===== config.mk =====
export PLATFORM = sky130hd
export DESIGN_NAME = tstamp_top
export DESIGN_NICKNAME = d
export VERILOG_FILES = /design/src/hdl/tstamp_pkg.sv /design/src/hdl/tstamp_fifo.sv /design/src/hdl/tstamp_reg_decode.sv /design/src/hdl/tstamp_capture.sv /design/src/hdl/tstamp_word_format.sv /design/src/hdl/tstamp_top.sv
export SDC_FILE = /design/constraint.sdc
export NUM_CORES = 2
export LEC_CHECK = 0
export ABC_AREA = 1
export BUFFER_PORTS_ARGS = -buffer_cell sky130_fd_sc_hd__buf_2
export CORE_MARGIN = 5
export CORE_UTILIZATION = 55
export DETAILED_ROUTE_END_ITERATION = 10
export GPL_ROUTABILITY_DRIVEN = 0
export PLACE_DENSITY_LB_ADDON = 0.08
export SKIP_CTS_REPAIR_TIMING = 1
export SLEW_MARGIN = 20
export SYNTH_ARGS = -nofsm -noshare
export SYNTH_HDL_FRONTEND = slang
export SYNTH_SLANG_ARGS = --single-unit

===== constraint.sdc =====
create_clock -name BUS_CLK -period 11.7 [get_ports BUS_CLK]
set_input_delay 0.585 -clock BUS_CLK [delete_from_list [all_inputs] [get_ports BUS_CLK]]
set_output_delay 0.585 -clock BUS_CLK [all_outputs]
set_load 0.03 [all_outputs]

===== src/hdl/tstamp_pkg.sv =====
`default_nettype none

package tstamp_pkg;

    // ************************************************************
    // Sizes
    // ************************************************************
    localparam int ts_width       = 64;
    localparam int word_width     = 32;
    localparam int bus_add_width  = 16;
    localparam int bus_data_width = 8;

    localparam int event_depth = 16;  // Event queue entries
    localparam int word_depth  = 64;  // Output FIFO entries

    // ************************************************************
    // Register map and identification
    // ************************************************************
    localparam logic [bus_data_width-1:0] version = 8'd0;

    localparam logic [bus_add_width-1:0] reg_reset_add  = 16'd0;
    localparam logic [bus_add_width-1:0] reg_enable_add = 16'd2;
    localparam logic [bus_add_width-1:0] reg_lost_add   = 16'd3;

    // Every output word starts with the identifier nibble, then a frame tag
    localparam logic [3:0] ident    = 4'd1;
    localparam logic [3:0] tag_low  = 4'd1;
    localparam logic [3:0] tag_mid  = 4'd2;
    localparam logic [3:0] tag_high = 4'd3;

    // ************************************************************
    // Payload types
    // ************************************************************
    typedef logic [ts_width-1:0]   ts_t;
    typedef logic [word_width-1:0] word_t;

endpackage

`default_nettype wire


===== src/hdl/tstamp_fifo.sv =====
`timescale 1ns/1ps
`default_nettype none

module tstamp_fifo import tstamp_pkg::*; #(
    parameter type payload_t = word_t
) (
    input  wire           BUS_CLK,
    input  wire           RST_SYNC,
    input  wire           clr,
    input  wire           push,
    input  wire payload_t din,
    input  wire           pop,
    output payload_t      dout,
    output logic          full,
    output logic          empty
);

    // Events get the short queue, formatted words the deep one
    localparam int depth     = ($bits(payload_t) == ts_width) ? event_depth : word_depth;
    localparam int ptr_width = $clog2(depth);

    localparam logic [ptr_width:0] count_max = (ptr_width + 1)'(depth);

    payload_t             mem [depth];
    logic [ptr_width-1:0] wr_ptr;
    logic [ptr_width-1:0] rd_ptr;
    logic [ptr_width:0]   count;
    logic                 do_push;
    logic                 do_pop;

    assign full  = (count == count_max);
    assign empty = (count == '0);

    assign do_push = push && !full;   // Push into a full buffer is lost
    assign do_pop  = pop && !empty;

    // First word fall through, head entry always visible
    assign dout = mem[rd_ptr];

    always_ff @(posedge BUS_CLK) begin
        if (do_push) begin
            mem[wr_ptr] <= din;
        end
    end

    // ************************************************************
    // Pointers and fill level
    // ************************************************************
    always_ff @(posedge BUS_CLK) begin
        if (RST_SYNC || clr) begin
            wr_ptr <= '0;
            rd_ptr <= '0;
            count  <= '0;
        end else begin
            if (do_push) begin
                wr_ptr <= wr_ptr + 1'b1;  // Depth is a power of two, pointer wraps
            end
            if (do_pop) begin
                rd_ptr <= rd_ptr + 1'b1;
            end
            case ({do_push, do_pop})
                2'b10:   count <= count + 1'b1;
                2'b01:   count <= count - 1'b1;
                default: count <= count;
            endcase
        end
    end

endmodule

`default_nettype wire


===== src/hdl/tstamp_reg_decode.sv =====
`timescale 1ns/1ps
`default_nettype none

module tstamp_reg_decode import tstamp_pkg::*; (
    input  wire                            BUS_CLK,
    input  wire                            RST_SYNC,
    input  wire [bus_add_width-1:0]        bus_add,
    input  wire [bus_data_width-1:0]       bus_data_in,
    input  wire                            bus_wr,
    input  wire                            bus_rd,
    input  wire [bus_data_width-1:0]       lost_cnt,
    output logic [bus_data_width-1:0]      bus_data_out,
    output logic                           enable,
    output logic                           soft_rst
);

    logic                      wr_reset;
    logic                      wr_enable;
    logic [bus_data_width-1:0] rd_mux;

    // ************************************************************
    // Write decode
    // ************************************************************
    assign wr_reset  = bus_wr && (bus_add == reg_reset_add);
    assign wr_enable = bus_wr && (bus_add == reg_enable_add);

    // Any value written to the reset address gives one pulse
    always_ff @(posedge BUS_CLK) begin
        if (RST_SYNC) begin
            soft_rst <= 1'b0;
        end else begin
            soft_rst <= wr_reset;
        end
    end

    always_ff @(posedge BUS_CLK) begin
        if (RST_SYNC || soft_rst) begin
            enable <= 1'b0;
        end else if (wr_enable) begin
            enable <= bus_data_in[0];  // Only bit 0 is implemented
        end
    end

    // ************************************************************
    // Read path
    // ************************************************************
    always_comb begin
        case (bus_add)
            reg_reset_add: begin
                rd_mux = version;
            end
            reg_enable_add: begin
                rd_mux = {{(bus_data_width - 1){1'b0}}, enable};
            end
            reg_lost_add: begin
                rd_mux = lost_cnt;
            end
            default: begin
                rd_mux = '0;  // Unmapped addresses
            end
        endcase
    end

    // Read data appears the cycle after the strobe and then holds
    always_ff @(posedge BUS_CLK) begin
        if (RST_SYNC) begin
            bus_data_out <= '0;
        end else if (bus_rd) begin
            bus_data_out <= rd_mux;
        end
    end

endmodule

`default_nettype wire


===== src/hdl/tstamp_capture.sv =====
`timescale 1ns/1ps
`default_nettype none

module tstamp_capture import tstamp_pkg::*; (
    input  wire                       BUS_CLK,
    input  wire                       RST_SYNC,
    input  wire                       soft_rst,
    input  wire                       enable,
    input  wire                       di,
    input  wire                       ev_full,
    output logic                      ev_push,
    output ts_t                       ev_data,
    output ts_t                       timestamp,
    output logic [bus_data_width-1:0] lost_cnt
);

    logic di_meta;
    logic di_sync;
    logic di_last;
    logic hit_rise;
    ts_t  counter;
    ts_t  stamp_q;

    // ************************************************************
    // Hit synchronizer and edge detect
    // ************************************************************
    always_ff @(posedge BUS_CLK) begin
        if (RST_SYNC) begin
            di_meta <= 1'b0;
            di_sync <= 1'b0;
            di_last <= 1'b0;
        end else begin
            di_meta <= di;       // First stage may go metastable
            di_sync <= di_meta;
            di_last <= di_sync;
        end
    end

    assign hit_rise = di_sync && !di_last;

    // Free-running time base
    always_ff @(posedge BUS_CLK) begin
        if (RST_SYNC || soft_rst) begin
            counter <= '0;
        end else begin
            counter <= counter + 1'b1;
        end
    end

    // ************************************************************
    // Event capture
    // ************************************************************
    always_ff @(posedge BUS_CLK) begin
        if (RST_SYNC || soft_rst) begin
            ev_push <= 1'b0;
        end else begin
            ev_push <= hit_rise && enable;
        end
    end

    always_ff @(posedge BUS_CLK) begin
        if (hit_rise && enable) begin
            stamp_q <= counter;
        end
    end

    assign ev_data   = stamp_q;
    assign timestamp = stamp_q;  // Stays on the last captured event

    // A push into a full queue is dropped, count it and stop at 255
    always_ff @(posedge BUS_CLK) begin
        if (RST_SYNC || soft_rst) begin
            lost_cnt <= '0;
        end else if (ev_push && ev_full && (lost_cnt != '1)) begin
            lost_cnt <= lost_cnt + 1'b1;
        end
    end

endmodule

`default_nettype wire


===== src/hdl/tstamp_word_format.sv =====
`timescale 1ns/1ps
`default_nettype none

module tstamp_word_format import tstamp_pkg::*; (
    input  wire        BUS_CLK,
    input  wire        RST_SYNC,
    input  wire        soft_rst,
    input  wire        ev_empty,
    input  wire ts_t   ev_data,
    output logic       ev_pop,
    input  wire        wd_full,
    output logic       wd_push,
    output word_t      wd_data
);

    logic [1:0] phase;    // 0 idle, 1..3 word being emitted
    ts_t        ev_buf;
    logic       advance;

    // ************************************************************
    // Phase control
    // ************************************************************
    assign advance = (phase != 2'd0) && !wd_full;

    // The next event is fetched while the last word goes out,
    // so back to back events cost three cycles each
    assign ev_pop = !ev_empty && ((phase == 2'd0) || ((phase == 2'd3) && !wd_full));

    always_ff @(posedge BUS_CLK) begin
        if (RST_SYNC || soft_rst) begin
            phase <= 2'd0;
        end else if (ev_pop) begin
            phase <= 2'd1;
        end else if (advance) begin
            phase <= phase + 2'd1;  // Phase 3 wraps to idle
        end
    end

    always_ff @(posedge BUS_CLK) begin
        if (ev_pop) begin
            ev_buf <= ev_data;
        end
    end

    // ************************************************************
    // Word assembly
    // ************************************************************
    assign wd_push = advance;  // Word is held while the output FIFO is full

    always_comb begin
        case (phase)
            2'd1: begin
                wd_data = {ident, tag_low, ev_buf[23:0]};
            end
            2'd2: begin
                wd_data = {ident, tag_mid, ev_buf[47:24]};
            end
            2'd3: begin
                wd_data = {ident, tag_high, 8'h00, ev_buf[63:48]};
            end
            default: begin
                wd_data = '0;
            end
        endcase
    end

endmodule

`default_nettype wire


===== src/hdl/tstamp_top.sv =====
`timescale 1ns/1ps
`default_nettype none

module tstamp_top import tstamp_pkg::*; (
    input  wire                       BUS_CLK,
    input  wire                       RST_SYNC,
    input  wire                       di,
    input  wire [bus_add_width-1:0]   bus_add,
    input  wire [bus_data_width-1:0]  bus_data_in,
    input  wire                       bus_wr,
    input  wire                       bus_rd,
    output wire [bus_data_width-1:0]  bus_data_out,
    input  wire                       fifo_read,
    output wire                       fifo_empty,
    output word_t                     fifo_data,
    output ts_t                       timestamp
);

    wire                      enable;
    wire                      soft_rst;
    wire [bus_data_width-1:0] lost_cnt;

    wire ev_push;
    wire ev_pop;
    wire ev_full;
    wire ev_empty;
    ts_t ev_data;   // Capture into the event queue
    ts_t ev_head;   // Event queue into the formatter

    wire   wd_push;
    wire   wd_full;
    word_t wd_data;

    // ************************************************************
    // Register bus
    // ************************************************************
    tstamp_reg_decode i_reg_decode (
        .BUS_CLK      (BUS_CLK),
        .RST_SYNC     (RST_SYNC),
        .bus_add      (bus_add),
        .bus_data_in  (bus_data_in),
        .bus_wr       (bus_wr),
        .bus_rd       (bus_rd),
        .lost_cnt     (lost_cnt),
        .bus_data_out (bus_data_out),
        .enable       (enable),
        .soft_rst     (soft_rst)
    );

    // ************************************************************
    // Capture path
    // ************************************************************
    tstamp_capture i_capture (
        .BUS_CLK   (BUS_CLK),
        .RST_SYNC  (RST_SYNC),
        .soft_rst  (soft_rst),
        .enable    (enable),
        .di        (di),
        .ev_full   (ev_full),
        .ev_push   (ev_push),
        .ev_data   (ev_data),
        .timestamp (timestamp),
        .lost_cnt  (lost_cnt)
    );

    tstamp_fifo #(.payload_t(ts_t)) i_event_fifo (
        .BUS_CLK  (BUS_CLK),
        .RST_SYNC (RST_SYNC),
        .clr      (soft_rst),
        .push     (ev_push),
        .din      (ev_data),
        .pop      (ev_pop),
        .dout     (ev_head),
        .full     (ev_full),
        .empty    (ev_empty)
    );

    // ************************************************************
    // Readout path
    // ************************************************************
    tstamp_word_format i_word_format (
        .BUS_CLK  (BUS_CLK),
        .RST_SYNC (RST_SYNC),
        .soft_rst (soft_rst),
        .ev_empty (ev_empty),
        .ev_data  (ev_head),
        .ev_pop   (ev_pop),
        .wd_full  (wd_full),
        .wd_push  (wd_push),
        .wd_data  (wd_data)
    );

    tstamp_fifo #(.payload_t(word_t)) i_word_fifo (
        .BUS_CLK  (BUS_CLK),
        .RST_SYNC (RST_SYNC),
        .clr      (soft_rst),
        .push     (wd_push),
        .din      (wd_data),
        .pop      (fifo_read),
        .dout     (fifo_data),
        .full     (wd_full),
        .empty    (fifo_empty)
    );

endmodule

`default_nettype wire


==> results.json <==
{
  "power.clock.fraction_pct": 32.8,
  "pwr-share-comb_pct": 22.2,
  "start_util_pct": 55.1,
  "clockRootBuffer": "clkbuf_16",
  "final-hold-violation-count": 0,
  "dp_slack_ns": 5.83,
  "io_buffers": 122,
  "fin_hold_ws_ns": 0.0145,
  "dr.first_iter.drc_count": 9638,
  "setup_viol": 0,
  "first_pass_iters": 5,
  "cts_inserted_buffers": 320,
  "finalPower_mw": 28.8,
  "wl_per_cell_microns": 27.8,
  "clock_latency_ns": 0.95,
  "cts_buffer_depth": 4,
  "timing.setup.tns_ns": 0,
  "netlist_area_sq_um": 118000,
  "slew_violations": 0,
  "worst_setup_path_start_kind": "flop",
  "final_area_sq_um": 132000,
  "syn_inst": 8950,
  "grt_max_degree": 288,
  "post_dp_cell_area_sq_um": 122000,
  "grt_pass1_wl_microns": 485000,
  "fin_util_pct": 61.5,
  "layout_common_cells": "edfxtp_1, nor2_1, o21ai_0",
  "clkSinkCount": 3006,
  "cp.required_ns": 11.12,
  "powerDensity_nw_per_um2": 219,
  "fmax_ghz": 0.145,
  "nNetsFinal": 9027,
  "ant_nets": 0,
  "core_area_sq_um": 214000,
  "n_fill_cell": 16444,
  "reg2reg_from": "i_word_format.phase[0]$_SDFFE_PP0P_",
  "sequentialPowerShare_pct": 45.0,
  "setup_ws_ns": 4.79,
  "num_io_pins": 135,
  "drv_cap": 0,
  "critical_path.max_fanout": 168,
  "clock_skew_ns": 0.0376,
  "viasPerCell": 6.36,
  "htreeDepth": 5,
  "p_int_mw": 19.7,
  "status": "complete, no violations",
  "clk_pin_slew_ns": 0.06,
  "grt-ovfl-total": 0,
  "finalCriticalPeriod_ns": 6.91,
  "drive_above_1_share_pct": 9.69,
  "instances_no_fill": 12043,
  "synth_cell_types": 55,
  "seq_area_frac_synth_pct": 75.5,
  "ys_warn_count": 0,
  "dieWidth_microns": 473,
  "hp-start": "RST_SYNC",
  "vias": 76625,
  "min_path_type": "primary input to flop",
  "tightest_slew_ns": 1.32,
  "grt_pass1_vias": 72351,
  "cp-end-kind": "primary output",
  "routed_wl_microns": 334000,
  "hpwl_microns": 172000,
  "final_common_cell": "edfxtp_1",
  "rows": 170,
  "ys_ff_latch": 3006,
  "syn_avg_cell_area_sq_um": 13.2,
  "grt_util_all_layers_pct": 29.3,
  "p_sw_mw": 9.07,
  "drc_errors": 0,
  "place_inst": 11485,
  "areaGrowthSynthToFinish_pct": 11.6,
  "peakVddDrop_v": 0.000191,
  "slew_headroom_pct": 12.0,
  "rsz0062_at_grt": "false",
  "antenna_found_initial": 7,
  "cts_tree": "built",
  "chipHeight_microns": 473,
  "leakage_nw": 42.1,
  "p_sw_share_pct": 31.5,
  "die-area_sq_um": 224000,
  "worstPathArrival_ns": 6.32,
  "critPathKind": "flop to primary output",
  "post-route-period-util_pct": 59.0
}
==> power by group through the flow <==
stage | Clock (mW) | Sequential (mW) | Combinational (mW)
floorplan | 0 | 13.1 | 3.99
global placement | 0 | 13.2 | 6.13
detailed placement | 0 | 13.2 | 6.30
CTS | 9.58 | 13.0 | 6.32
global route | 10.0 | 13.0 | 6.90
finish | 9.46 | 13.0 | 6.40
==> cell type report <==
type | instances | area (sq um) | area share, %
flip-flops and latches | 3006 | 89000 | 67.7
multi-input cells | 5151 | 26300 | 20.0
clock buffers | 422 | 8620 | 6.55
well taps | 2838 | 3550 | 2.70
repair buffers | 316 | 2340 | 1.78
clock inverters | 123 | 965 | 0.733
inverters | 183 | 752 | 0.572
diodes | 4 | 10.0 | 0.00761
==> per-layer routing <==
layer	part of all wire, %	global-route usage, %
met4	2.7	8.29
met3	10	5.70
met5	0.0054	0
met1	42	44.3
met2	45	43.9
==> flip-flops by register name (all words and copies together) (netlist names), 2 cells and up, named ones only <==
signal,count
i_event_fifo.wr_ptr,4
i_word_fifo.count,7
i_capture.ev_data,64
i_word_fifo.wr_ptr,6
i_word_fifo.mem,1728
i_event_fifo.rd_ptr,4
i_word_format.phase,2
i_event_fifo.count,5
i_word_fifo.rd_ptr,6
i_capture.counter,64
i_word_format.ev_buf,64
i_event_fifo.mem,1024
i_capture.lost_cnt,8
i_reg_decode.bus_data_out,8
==> final timing paths <==
kind | endpoint | slack [ns] | cells past startpoint
worst min-delay path | i_capture.di_meta$_SDFF_PP0_ | 0.01 | 2
worst max-delay path | fifo_data[19] | 4.79 | 11
worst max register to register | i_event_fifo.rd_ptr[3]$_SDFFE_PP0P_ | 7.42 | 12
worst min register to register | i_capture.di_sync$_SDFF_PP0_ | 0.42 | 2
==> worst max-delay path, stage by stage (launching register included) <==
cell and delay (ns):
dfxtp_4 0.64, buf_4 0.65, buf_12 0.51, buf_4 0.90, buf_4 0.88, o21ai_0 0.24, o22ai_1 0.26, o21ai_1 0.08
o221ai_1 0.38, nand3_1 0.11, nand2_1 0.19, buf_2 0.23
==> cell families after synthesis <==
| group | after synthesis | synth area share [%] |
|---|---|---|
| simple gates | 2478 | 8.53 |
| other cells | 1 | 0.00318 |
| compound gates | 2634 | 12.9 |
| fa+ha+maj | 19 | 0.202 |
| xor+xnor | 15 | 0.111 |
| flops | 3006 | 75.5 |
| buf+inv | 797 | 2.80 |
==> cells in the mapped netlist, drive strengths merged <==
cell | n | share of area (%)
o21a | 5 | 0.032
ha | 19 | 0.20
xnor2 | 5 | 0.037
and3 | 3 | 0.016
or3 | 1 | 0.0053
xor2 | 10 | 0.074
o22ai | 495 | 2.6
a22oi | 1 | 0.0064
nor3 | 60 | 0.30
buf | 157 | 0.76
a211oi | 3 | 0.019
a31oi | 2 | 0.011
o221ai | 238 | 1.8
o21ai | 1626 | 6.9
a311oi | 1 | 0.0074
o211ai | 151 | 0.96
nor4 | 11 | 0.064
a21boi | 1 | 0.0064
a2111oi | 1 | 0.0074
nand3 | 175 | 0.77
o21bai | 26 | 0.17
and2 | 2 | 0.011
nor3b | 9 | 0.074
conb | 1 | 0.0032
nor2 | 1757 | 5.6
or2 | 34 | 0.18
edfxtp | 2880 | 73
nand2 | 390 | 1.3
nand4 | 36 | 0.20
a21oi | 84 | 0.36
clkinv | 5 | 0.017
inv | 178 | 0.57
clkbuf | 457 | 1.5
dfxtp | 126 | 2.1
Power figures use the tool's default switching activity.
